===== src/design/mcu_ao_pkg.sv =====
/*
  shared types, address map and register offsets of the always-on block,
  imported by the design and the testbench
*/
package mcu_ao_pkg;

  typedef logic [31:0] data_t;
  typedef logic [31:0] addr_t;
  typedef logic [31:0] irq_vec_t;

  typedef struct packed {
    logic  valid;
    logic  write;
    addr_t addr;
    data_t wdata;
  } reg_req_t;

  typedef struct packed {
    logic  ready;
    logic  error;
    data_t rdata;
  } reg_rsp_t;

  // slave windows, 4 KiB each, selected by addr[13:12]
  localparam int    NUM_SLV      = 3;
  localparam int    SLV_AO       = 0;
  localparam int    SLV_GPIO     = 1;
  localparam int    SLV_TIMER    = 2;
  localparam addr_t AO_CTRL_BASE = 32'h0000_0000;
  localparam addr_t GPIO_BASE    = 32'h0000_1000;
  localparam addr_t TIMER_BASE   = 32'h0000_2000;
  localparam addr_t SLV_OFS_MASK = 32'h0000_0fff;

  localparam addr_t EXIT_VALUE_OFS       = 32'h0;
  localparam addr_t EXIT_VALID_OFS       = 32'h4;
  localparam addr_t PWR_CTRL_OFS         = 32'h8;
  localparam addr_t PWR_STATUS_OFS       = 32'hc;
  localparam addr_t GPIO_OUT_OFS         = 32'h0;
  localparam addr_t GPIO_OE_OFS          = 32'h4;
  localparam addr_t GPIO_IN_OFS          = 32'h8;
  localparam addr_t GPIO_INTR_EN_OFS     = 32'hc;
  localparam addr_t GPIO_INTR_STATUS_OFS = 32'h10;
  localparam addr_t TIMER_CTRL_OFS       = 32'h0;
  localparam addr_t TIMER_COUNT_OFS      = 32'h4;
  localparam addr_t TIMER_CMP_OFS        = 32'h8;

  localparam int IRQ_TIMER_BIT = 7;
  localparam int IRQ_FAST_BASE = 16;

  typedef enum logic [2:0] {
    PWR_ON,
    PWR_ISO,
    PWR_RST,
    PWR_SWITCH_OFF,
    PWR_OFF,
    PWR_SWITCH_ON,
    PWR_UNISO
  } pwr_state_e;

endpackage


===== src/design/ao_ctrl_regs.sv =====
/*
  always-on control registers: exit value and valid for the host, the
  cpu power-off request and a read-back of the power sequencer state
*/
`timescale 1ns/100ps

module ao_ctrl_regs (
  input  logic                   clk_i,
  input  logic                   rst_i,
  input  mcu_ao_pkg::reg_req_t   req_i,
  output mcu_ao_pkg::reg_rsp_t   rsp_o,
  input  mcu_ao_pkg::pwr_state_e pwr_state_i,
  output logic                   pwr_off_req_o,
  output logic                   exit_valid_o,
  output mcu_ao_pkg::data_t      exit_value_o
);
  import mcu_ao_pkg::*;

  addr_t ofs;
  logic  wr_en;

  assign ofs   = req_i.addr & SLV_OFS_MASK;
  assign wr_en = req_i.valid && req_i.write;

  always_ff @(posedge clk_i) begin
    if (rst_i) begin
      exit_value_o  <= '0;
      exit_valid_o  <= 1'b0;
      pwr_off_req_o <= 1'b0;
    end else if (wr_en) begin
      case (ofs)
        EXIT_VALUE_OFS: exit_value_o  <= req_i.wdata;
        EXIT_VALID_OFS: exit_valid_o  <= req_i.wdata[0];
        PWR_CTRL_OFS:   pwr_off_req_o <= req_i.wdata[0];
        default: ;
      endcase
    end
  end

  // status is read only, writes to it are dropped
  always_comb begin
    rsp_o.ready = req_i.valid;
    rsp_o.error = 1'b0;
    case (ofs)
      EXIT_VALUE_OFS: rsp_o.rdata = exit_value_o;
      EXIT_VALID_OFS: rsp_o.rdata = data_t'(exit_valid_o);
      PWR_CTRL_OFS:   rsp_o.rdata = data_t'(pwr_off_req_o);
      PWR_STATUS_OFS: rsp_o.rdata = data_t'(pwr_state_i);
      default:        rsp_o.rdata = '0;
    endcase
  end

endmodule


===== src/design/compare_timer.sv =====
/*
  compare timer; a free-running counter that raises a level interrupt
  while enabled and at or past the compare value
*/
`timescale 1ns/100ps

module compare_timer (
  input  logic                 clk_i,
  input  logic                 rst_i,
  input  mcu_ao_pkg::reg_req_t req_i,
  output mcu_ao_pkg::reg_rsp_t rsp_o,
  output logic                 irq_o
);
  import mcu_ao_pkg::*;

  addr_t ofs;
  logic  wr_en;
  logic  en_q;
  data_t count_q;
  data_t cmp_q;

  assign ofs   = req_i.addr & SLV_OFS_MASK;
  assign wr_en = req_i.valid && req_i.write;

  always_ff @(posedge clk_i) begin
    if (rst_i) begin
      en_q    <= 1'b0;
      count_q <= '0;
      cmp_q   <= '0;
    end else begin
      if (en_q) begin
        count_q <= count_q + 32'd1;
      end
      // a host write to the counter overrides the increment
      if (wr_en) begin
        case (ofs)
          TIMER_CTRL_OFS:  en_q    <= req_i.wdata[0];
          TIMER_COUNT_OFS: count_q <= req_i.wdata;
          TIMER_CMP_OFS:   cmp_q   <= req_i.wdata;
          default: ;
        endcase
      end
    end
  end

  always_comb begin
    rsp_o.ready = req_i.valid;
    rsp_o.error = 1'b0;
    case (ofs)
      TIMER_CTRL_OFS:  rsp_o.rdata = data_t'(en_q);
      TIMER_COUNT_OFS: rsp_o.rdata = count_q;
      TIMER_CMP_OFS:   rsp_o.rdata = cmp_q;
      default:         rsp_o.rdata = '0;
    endcase
  end

  assign irq_o = en_q && (count_q >= cmp_q);

endmodule


===== src/design/cpu_power_gate_fsm.sv =====
/*
  power-gate sequencer of the cpu domain; isolates, resets and switches
  off on request, and reverses the order when the request is cleared
*/
`timescale 1ns/100ps

module cpu_power_gate_fsm (
  input  logic                   clk_i,
  input  logic                   rst_i,
  input  logic                   pwr_off_req_i,
  input  logic                   switch_ack_i,
  output logic                   switch_o,
  output logic                   iso_o,
  output logic                   rst_no,
  output mcu_ao_pkg::pwr_state_e state_o
);
  import mcu_ao_pkg::*;

  pwr_state_e state_q;
  pwr_state_e state_d;

  always_comb begin
    state_d = state_q;
    case (state_q)
      PWR_ON:         if (pwr_off_req_i) state_d = PWR_ISO;
      PWR_ISO:        state_d = PWR_RST;
      PWR_RST:        state_d = PWR_SWITCH_OFF;
      // switch latency is set by the power switch itself
      PWR_SWITCH_OFF: if (switch_ack_i) state_d = PWR_OFF;
      PWR_OFF:        if (!pwr_off_req_i) state_d = PWR_SWITCH_ON;
      PWR_SWITCH_ON:  if (!switch_ack_i) state_d = PWR_UNISO;
      PWR_UNISO:      state_d = PWR_ON;
      default:        state_d = PWR_ON;
    endcase
  end

  always_ff @(posedge clk_i) begin
    if (rst_i) begin
      state_q <= PWR_ON;
    end else begin
      state_q <= state_d;
    end
  end

  // reset is released one cycle before isolation drops
  assign iso_o    = (state_q != PWR_ON);
  assign rst_no   = (state_q == PWR_ON) || (state_q == PWR_ISO) || (state_q == PWR_UNISO);
  assign switch_o = (state_q == PWR_SWITCH_OFF) || (state_q == PWR_OFF);
  assign state_o  = state_q;

endmodule


===== src/design/gpio_ctrl.sv =====
/*
  gpio block with output and enable registers, a two-flop input
  synchronizer and rising-edge interrupts with write-one-to-clear status
*/
`timescale 1ns/100ps

module gpio_ctrl #(
  parameter int NUM_GPIO = 8
) (
  input  logic                 clk_i,
  input  logic                 rst_i,
  input  mcu_ao_pkg::reg_req_t req_i,
  output mcu_ao_pkg::reg_rsp_t rsp_o,
  input  logic [NUM_GPIO-1:0]  gpio_i,
  output logic [NUM_GPIO-1:0]  gpio_o,
  output logic [NUM_GPIO-1:0]  gpio_oe_o,
  output logic [NUM_GPIO-1:0]  irq_o
);
  import mcu_ao_pkg::*;

  typedef logic [NUM_GPIO-1:0] pins_t;

  addr_t ofs;
  logic  wr_en;
  pins_t sync_meta_q;
  pins_t sync_q;
  pins_t prev_q;
  pins_t intr_en_q;
  pins_t status_q;
  pins_t rise;
  pins_t clr;

  assign ofs   = req_i.addr & SLV_OFS_MASK;
  assign wr_en = req_i.valid && req_i.write;

  assign rise = sync_q & ~prev_q & intr_en_q;
  assign clr  = (wr_en && ofs == GPIO_INTR_STATUS_OFS) ? req_i.wdata[NUM_GPIO-1:0] : '0;

  always_ff @(posedge clk_i) begin
    if (rst_i) begin
      sync_meta_q <= '0;
      sync_q      <= '0;
      prev_q      <= '0;
      status_q    <= '0;
    end else begin
      sync_meta_q <= gpio_i;
      sync_q      <= sync_meta_q;
      prev_q      <= sync_q;
      // a new edge wins over a clear in the same cycle
      status_q    <= (status_q & ~clr) | rise;
    end
  end

  always_ff @(posedge clk_i) begin
    if (rst_i) begin
      gpio_o    <= '0;
      gpio_oe_o <= '0;
      intr_en_q <= '0;
    end else if (wr_en) begin
      case (ofs)
        GPIO_OUT_OFS:     gpio_o    <= req_i.wdata[NUM_GPIO-1:0];
        GPIO_OE_OFS:      gpio_oe_o <= req_i.wdata[NUM_GPIO-1:0];
        GPIO_INTR_EN_OFS: intr_en_q <= req_i.wdata[NUM_GPIO-1:0];
        default: ;
      endcase
    end
  end

  always_comb begin
    rsp_o.ready = req_i.valid;
    rsp_o.error = 1'b0;
    case (ofs)
      GPIO_OUT_OFS:         rsp_o.rdata = data_t'(gpio_o);
      GPIO_OE_OFS:          rsp_o.rdata = data_t'(gpio_oe_o);
      GPIO_IN_OFS:          rsp_o.rdata = data_t'(sync_q);
      GPIO_INTR_EN_OFS:     rsp_o.rdata = data_t'(intr_en_q);
      GPIO_INTR_STATUS_OFS: rsp_o.rdata = data_t'(status_q);
      default:              rsp_o.rdata = '0;
    endcase
  end

  assign irq_o = status_q;

endmodule


===== src/design/mcu_ao_top.sv =====
/*
  always-on peripheral top: host register bus, power control of the cpu
  domain, gpio and compare timer, with the interrupt vector built here
*/
`timescale 1ns/100ps

module mcu_ao_top #(
  parameter int NUM_GPIO = 8
) (
  input  logic                 clk_i,
  input  logic                 rst_i,
  input  mcu_ao_pkg::reg_req_t bus_req_i,
  output mcu_ao_pkg::reg_rsp_t bus_rsp_o,
  input  logic [NUM_GPIO-1:0]  gpio_i,
  output logic [NUM_GPIO-1:0]  gpio_o,
  output logic [NUM_GPIO-1:0]  gpio_oe_o,
  output logic                 exit_valid_o,
  output mcu_ao_pkg::data_t    exit_value_o,
  output logic                 cpu_powergate_switch_o,
  input  logic                 cpu_powergate_switch_ack_i,
  output logic                 cpu_powergate_iso_o,
  output logic                 cpu_rst_no,
  output mcu_ao_pkg::irq_vec_t irq_o
);
  import mcu_ao_pkg::*;

  reg_req_t [NUM_SLV-1:0] slv_req;
  reg_rsp_t [NUM_SLV-1:0] slv_rsp;
  logic                   pwr_off_req;
  pwr_state_e             pwr_state;
  logic                   timer_irq;
  logic [NUM_GPIO-1:0]    gpio_irq;

  // timer on bit 7, gpio on the fast lines
  always_comb begin
    irq_o = '0;
    irq_o[IRQ_TIMER_BIT] = timer_irq;
    irq_o[IRQ_FAST_BASE +: NUM_GPIO] = gpio_irq;
  end

  periph_bus_demux periph_bus_demux_i (
    .bus_req_i,
    .bus_rsp_o,
    .slv_req_o(slv_req),
    .slv_rsp_i(slv_rsp)
  );

  ao_ctrl_regs ao_ctrl_regs_i (
    .clk_i,
    .rst_i,
    .req_i(slv_req[SLV_AO]),
    .rsp_o(slv_rsp[SLV_AO]),
    .pwr_state_i(pwr_state),
    .pwr_off_req_o(pwr_off_req),
    .exit_valid_o,
    .exit_value_o
  );

  cpu_power_gate_fsm cpu_power_gate_fsm_i (
    .clk_i,
    .rst_i,
    .pwr_off_req_i(pwr_off_req),
    .switch_ack_i(cpu_powergate_switch_ack_i),
    .switch_o(cpu_powergate_switch_o),
    .iso_o(cpu_powergate_iso_o),
    .rst_no(cpu_rst_no),
    .state_o(pwr_state)
  );

  gpio_ctrl #(
    .NUM_GPIO(NUM_GPIO)
  ) gpio_ctrl_i (
    .clk_i,
    .rst_i,
    .req_i(slv_req[SLV_GPIO]),
    .rsp_o(slv_rsp[SLV_GPIO]),
    .gpio_i,
    .gpio_o,
    .gpio_oe_o,
    .irq_o(gpio_irq)
  );

  compare_timer compare_timer_i (
    .clk_i,
    .rst_i,
    .req_i(slv_req[SLV_TIMER]),
    .rsp_o(slv_rsp[SLV_TIMER]),
    .irq_o(timer_irq)
  );

endmodule


===== src/design/periph_bus_demux.sv =====
/*
  routes a host request to one of the peripheral slaves by addr[13:12];
  the unmapped window answers with an error
*/
`timescale 1ns/100ps

module periph_bus_demux (
  input  mcu_ao_pkg::reg_req_t                     bus_req_i,
  output mcu_ao_pkg::reg_rsp_t                     bus_rsp_o,
  output mcu_ao_pkg::reg_req_t [mcu_ao_pkg::NUM_SLV-1:0] slv_req_o,
  input  mcu_ao_pkg::reg_rsp_t [mcu_ao_pkg::NUM_SLV-1:0] slv_rsp_i
);
  import mcu_ao_pkg::*;

  logic [1:0]         sel;
  logic [NUM_SLV-1:0] hit;

  // window selector of each slave index
  function automatic logic [1:0] slv_sel(input int idx);
    case (idx)
      SLV_AO:   return AO_CTRL_BASE[13:12];
      SLV_GPIO: return GPIO_BASE[13:12];
      default:  return TIMER_BASE[13:12];
    endcase
  endfunction

  assign sel = bus_req_i.addr[13:12];

  always_comb begin
    for (int i = 0; i < NUM_SLV; i++) begin
      hit[i]             = (sel == slv_sel(i));
      slv_req_o[i]       = bus_req_i;
      slv_req_o[i].valid = bus_req_i.valid && hit[i];
    end
  end

  always_comb begin
    // default is the error answer for selector 3
    bus_rsp_o.ready = bus_req_i.valid;
    bus_rsp_o.error = 1'b1;
    bus_rsp_o.rdata = '0;
    for (int i = 0; i < NUM_SLV; i++) begin
      if (hit[i]) begin
        bus_rsp_o = slv_rsp_i[i];
      end
    end
  end

endmodule


===== config.mk =====
export PLATFORM = sky130hd
export DESIGN_NAME = mcu_ao_top
export DESIGN_NICKNAME = d
export VERILOG_FILES = /design/src/design/mcu_ao_pkg.sv /design/src/design/ao_ctrl_regs.sv /design/src/design/compare_timer.sv /design/src/design/cpu_power_gate_fsm.sv /design/src/design/gpio_ctrl.sv /design/src/design/mcu_ao_top.sv /design/src/design/periph_bus_demux.sv
export SDC_FILE = /design/constraint.sdc
export NUM_CORES = 1
export LEC_CHECK = 0
export BUFFER_PORTS_ARGS = -buffer_cell sky130_fd_sc_hd__buf_2
export CAP_MARGIN = 40
export CORE_MARGIN = 8
export CORE_UTILIZATION = 50
export CTS_BUF_LIST = sky130_fd_sc_hd__clkbuf_8
export CTS_CLUSTER_DIAMETER = 30
export DETAILED_ROUTE_END_ITERATION = 10
export PLACE_DENSITY = 0.85
export SLEW_MARGIN = 20
export SYNTH_ARGS = -nofsm -noshare
export SYNTH_HDL_FRONTEND = slang
export SYNTH_SLANG_ARGS = --single-unit

===== constraint.sdc =====
create_clock -name clk_i -period 2.9 [get_ports clk_i]
set_input_delay 0.29 -clock clk_i [delete_from_list [all_inputs] [get_ports clk_i]]
set_output_delay 0.29 -clock clk_i [all_outputs]
set_load 0.05 [all_outputs]

# ---- After elaboration in Yosys (flattened, before gate mapping)
# Cells that the tools add are included.
dict set report op_classes {
  add_sub_neg 1
  multipliers 0
  n_div 0
  n_lt_le_gt_ge 1
  eq_ne 16
  shift 0
  n_mux 15
  bitwise 6
  n_reduce_logical 24
}
# operator n
set op_table {}
lappend op_table {{32-bit case mux with 4 select lines} 1}
lappend op_table {{34-bit two-way mux} 3}
lappend op_table {{32-bit two-way mux} 3}
lappend op_table {{32-bit case mux with 3 select lines} 1}
lappend op_table {{8-bit case mux with 5 select lines} 1}
lappend op_table {{32-bit by 1-bit adder with 32-bit output, second input constant} 1}
lappend op_table {{32-bit >= comparator} 1}
lappend op_table {{32-bit zero test} 1}
lappend op_table {{8-bit bitwise AND} 3}
lappend op_table {{12-bit by 4-bit equality test with 1-bit output, second input constant} 2}
lappend op_table {{3-bit case mux with 6 select lines} 1}
lappend op_table {{8-bit inverter} 2}
lappend op_table {{2-bit AND reduction} 8}
lappend op_table {{12-bit by 3-bit equality test with 1-bit output, second input constant} 1}
lappend op_table {{12-bit by 5-bit equality test with 1-bit output, second input constant} 1}
lappend op_table {{3-bit two-way mux} 4}
lappend op_table {{3-bit equality test, second input constant} 3}
lappend op_table {{1-bit logical AND} 8}
lappend op_table {{8-bit two-way mux} 1}
lappend op_table {{2-bit inequality test, second input constant} 4}
lappend op_table {{8-bit OR} 1}
lappend op_table {{3-bit by 2-bit equality test with 1-bit output, second input constant} 2}
lappend op_table {{4-bit AND reduction} 1}
lappend op_table {{3-bit by 1-bit equality test with 1-bit output, second input constant} 1}
lappend op_table {{other kinds (6)} 8}
dict set report totals {
  regBits 158
  latchBits 0
  ram_bits 0
  rom_bits 0
  in_bits 77
  out_inout_bits 118
  elab_cells 77
  n_memories 0
}

# ---- Longest topological paths before layout
dict set report logic_depth {
  ltp_word 8
  mapped_depth 9
  depth_no_buf 7
}

# ---- Cells and area by module
# A second synthesis with hierarchy kept.
dict set report unflattened {
  cells_unflattened 1303
  area_unflattened_um2 11125.7
}
# mod n_inst cells_each area_each_um2 seq_area_each_um2
set modules_own_cells {}
lappend modules_own_cells {compare_timer 1 519 4071.4 1301.2}
lappend modules_own_cells {gpio_ctrl 1 253 2493.6 1121.1}
lappend modules_own_cells {periph_bus_demux 1 280 2252.2 0.0}
lappend modules_own_cells {ao_ctrl_regs 1 201 1926.8 680.7}
lappend modules_own_cells {cpu_power_gate_fsm 1 25 197.7 60.1}
lappend modules_own_cells {mcu_ao_top 1 25 183.9 0.0}

# ---- Worst setup path before layout
# No wires, ideal clock.
dict set report synth_timing {
  kind {in2out}
  startpoint {input bus_req_i[41] (netlist name)}
  endpoint {output bus_rsp_o[18] (netlist name)}
  arrival_ns 2.982
  required_ns 2.610
  setup_slack_ns -0.372
  cell_stages 7
  n_path_buf 3
  cell_sequence {or4_4 -> buf_6 -> nor4_2 -> buf_2 -> buf_2 -> a22oi_1 -> o21ai_0}
}
# item line_no
set synth_rtl {}
lappend synth_rtl {{from (decl)} mcu_ao_top.sv:12} ;# input mcu_ao_pkg::reg_req_t bus_req_i,
lappend synth_rtl {{to (decl)} mcu_ao_top.sv:13} ;# output mcu_ao_pkg::reg_rsp_t bus_rsp_o,

==> summary.txt <==
Worst Tran Pin Value: 602 ps
CTS sink cnt: 158
CTS max path bufs: 2
Slowest cell on crit path: or4_1
final net count: 1304
status: finished, final reports clean
cell area after layout: 0.00976 mm^2
Synth Flop Type: dfxtp_1
IO Count: 195
layout cell share with drive strength beyond 1: 0.205
post-synthesis adder-cell area fraction: 0.0492
later-pin clock latency in the skew report: 460 ps
Tightest Hold Check Type: primary input to flip-flop
Synth-to-Final Area Change: 16.4%
largest stage delay on the critical path: 680 ps
CP required: 2610 ps
Final period util: 0.956
hold_ws: 42.9 ps
clock skew: 13.3 ps
Slew headroom: 0.597
Final setup viols: 0
max-cap viol count: 0
TNS Setup: 0 ps
drc violations: 0
crit-path cells: buf_2 > or4_1 > or4b_2 > o21ai_0 > a221oi_1 > a21oi_2 > buf_2
achievable frequency: 361 MHz
Post-Synth Simple-Gate Area: 0.252
Seq cells post-synth: 158
Max VDD drop: 0.444 mV
mux cell area share after synthesis: 0.0227
Seq/Total Area, Yosys: 0.377
Post-synth EDFFs: 0
Antenna Cells: 0
largest family of logic cells by synthesized area: simple AND/OR/NAND/NOR gates
critical path peak fanout: 6
post-synthesis compound-gate area fraction: 0.194
Fin. Hold Viols: 0
Syn. warnings: 0
post-DP HPWL: 17600 um
Mapped Avg Cell Area: 7.87 um^2
postcts setup bufs: 0
clock transition at the registers of the reported paths: 80 ps
Yosys top cell by area: dfxtp_1
Place WS: 191 ps
ranking of synthesized cells by area: dfxtp_1 (38%), nand2_1 (9.4%), a21oi_1 (6.3%)
vias in the first global route: 7849
DRT iter0 DRCs: 708
Cell Area, Synth: 0.00838 mm^2
RSZ-0062 raised after global routing: no
placed insts: 1395
final setup margin: 127 ps
initial antenna violation count: 0
total die area: 0.0212 mm^2
global-route wire length before repair: 39400 um
crit start category: primary input
Final min period: 2770 ps
Pins Over Slew Limit: 0
Pleak: 3.73 nW
Cell Count, Final, Fillers Out: 1426
Total GRT Usage: 0.223
CTS Root Buffer Type: clkbuf_8
synth unique cells: 56
TritonCTS clock tree: yes
I/O Buffers: 153
hold_buf cts: 0
CTS Buf Count: 17
Starting Density: 0.509
cell row count: 47
via count: 8077
Mapped Cells: 1065
CP Data Arrival Time: 2480 ps
Post-synth ARST share: 0
die height: 145 um
routability cong.: 0.933
DR WL/cell: 16.8 um
vias per inst: 5.66
Post-Route WL: 24000 um
CORE AREA: 0.0165 mm^2
Filler Cells Inserted: 1499
area share of the largest cell type after synthesis: 0.377
placed cell areas: 0.00934 mm^2
grt total ovfl: 0
XOR/XNOR Fraction of Synth Area: 0.0240
crit path kind: primary input to primary output
Die Width: 145 um
Final ANT Viol Nets: 0
power density cells: 432 mW/mm^2
largest net degree at the start of global routing: 62
htree depth: 4
Tot Pwr: 4.22 mW
CP endpoint kind: primary output
DR pass1 iterations: 5
post-layout util: 0.593
Top cell by count, worst path: buf_2
final cells by class:
cell class              instances  area (um^2)  share of cell area
repair buffers                184         1070               0.109
inverters                      45          169              0.0173
clock buffers                  18          248              0.0254
clock inverters                13          173              0.0177
multi-input cells             788         4670               0.478
flip-flops and latches        158         3160               0.324
well taps                     220          275              0.0282
what timing repair did:
| item | 4_1_cts | 5_1_grt |
|---|---|---|
| gates resized for setup | 0 | 2 |
| endpoints found under the hold margin | 0 | 0 |
| setup endpoints to repair | 0 | 1 |
metal layers:
metal,vias up,wire [um],track usage
met5,-,0,0
met4,0,555,0.0864
met3,43,1930,0.0578
met2,349,11100,0.358
met1,3762,10400,0.280
li1,3923,-,-
final timing paths:
check / slack, ps / depth (start not counted) / from / to
worst min-delay path: 40 / 2 / gpio_i[3] / gpio_ctrl_i.sync_meta_q[3]$_SDFF_PP0_
worst min register to register: 440 / 1 / gpio_ctrl_i.sync_meta_q[5]$_SDFF_PP0_ / gpio_ctrl_i.sync_q[5]$_SDFF_PP0_
worst max register to register: 740 / 5 / compare_timer_i.count_q[4]$_SDFF_PP0_ / compare_timer_i.count_q[31]$_SDFF_PP0_
worst max-delay path: 130 / 7 / bus_req_i[33] / bus_rsp_o[6]
cell usage after synthesis, types with 13 or more instances:
| cell type | number |
|---|---|
| dfxtp_1 | 158 |
| clkbuf_1 | 56 |
| a21oi_1 | 105 |
| o21ai_0 | 44 |
| buf_4 | 24 |
| nand4_1 | 17 |
| and3_1 | 13 |
| ha_1 | 33 |
| a22oi_1 | 34 |
| mux2i_1 | 19 |
| nand2_1 | 209 |
| nand3_1 | 16 |
| nor3_1 | 26 |
| inv_1 | 45 |
| nor2_1 | 65 |
| a211oi_1 | 17 |
| nor2b_1 | 26 |
| xnor2_1 | 19 |
power by group:
| group | internal [mW] | leakage [nW] | switching (mW) | total (mW) |
|---|---|---|---|---|
| Sequential | 2.18 | 1.28 | 0.00583 | 2.19 |
| Clock | 0.947 | 0.221 | 0.806 | 1.75 |
| Combinational | 0.0664 | 2.24 | 0.215 | 0.281 |
layout by cell type (no fill, tap or decap), types with 16 or more instances in the layout:
cell type and count:
a211oi_1 17, a21oi_1 100, a22oi_1 34, buf_2 151, buf_4 27, clkbuf_8 18
conb_1 23, dfxtp_1 157, ha_1 33, inv_1 47, mux2i_1 19, nand2_1 209
nand3_1 16, nand4_1 17, nor2_1 65, nor2b_1 26, nor3_1 26, o21ai_0 23
o21ai_1 28, xnor2_1 19
worst max-delay path: cells and delay by family:
family / cells / cell delay, ps
AND/OR/NAND/NOR: 2 / 1350
AO/OA/AOI/OAI: 3 / 440
buffers and inverters: 2 / 400
logic make-up after synthesis:
group           after synthesis
simple gates                432
flops                       158
buf+inv                     141
xor+xnor                     23
fa+ha+maj                    33
compound gates              258
other cells                   1
mux                          19
flip-flops by register name (all words and copies together), names as in the netlist:
| register | count |
|---|---|
| ao_ctrl_regs_i.exit_valid_o | 1 |
| ao_ctrl_regs_i.exit_value_o | 32 |
| ao_ctrl_regs_i.pwr_off_req_o | 1 |
| compare_timer_i.cmp_q | 32 |
| compare_timer_i.count_q | 32 |
| compare_timer_i.en_q | 1 |
| cpu_power_gate_fsm_i.state_o | 3 |
| gpio_ctrl_i.gpio_o | 8 |
| gpio_ctrl_i.gpio_oe_o | 8 |
| gpio_ctrl_i.intr_en_q | 8 |
| gpio_ctrl_i.irq_o | 8 |
| gpio_ctrl_i.prev_q | 8 |
| gpio_ctrl_i.sync_meta_q | 8 |
| gpio_ctrl_i.sync_q | 8 |
Note: power is estimated with default switching activity, not from simulation.
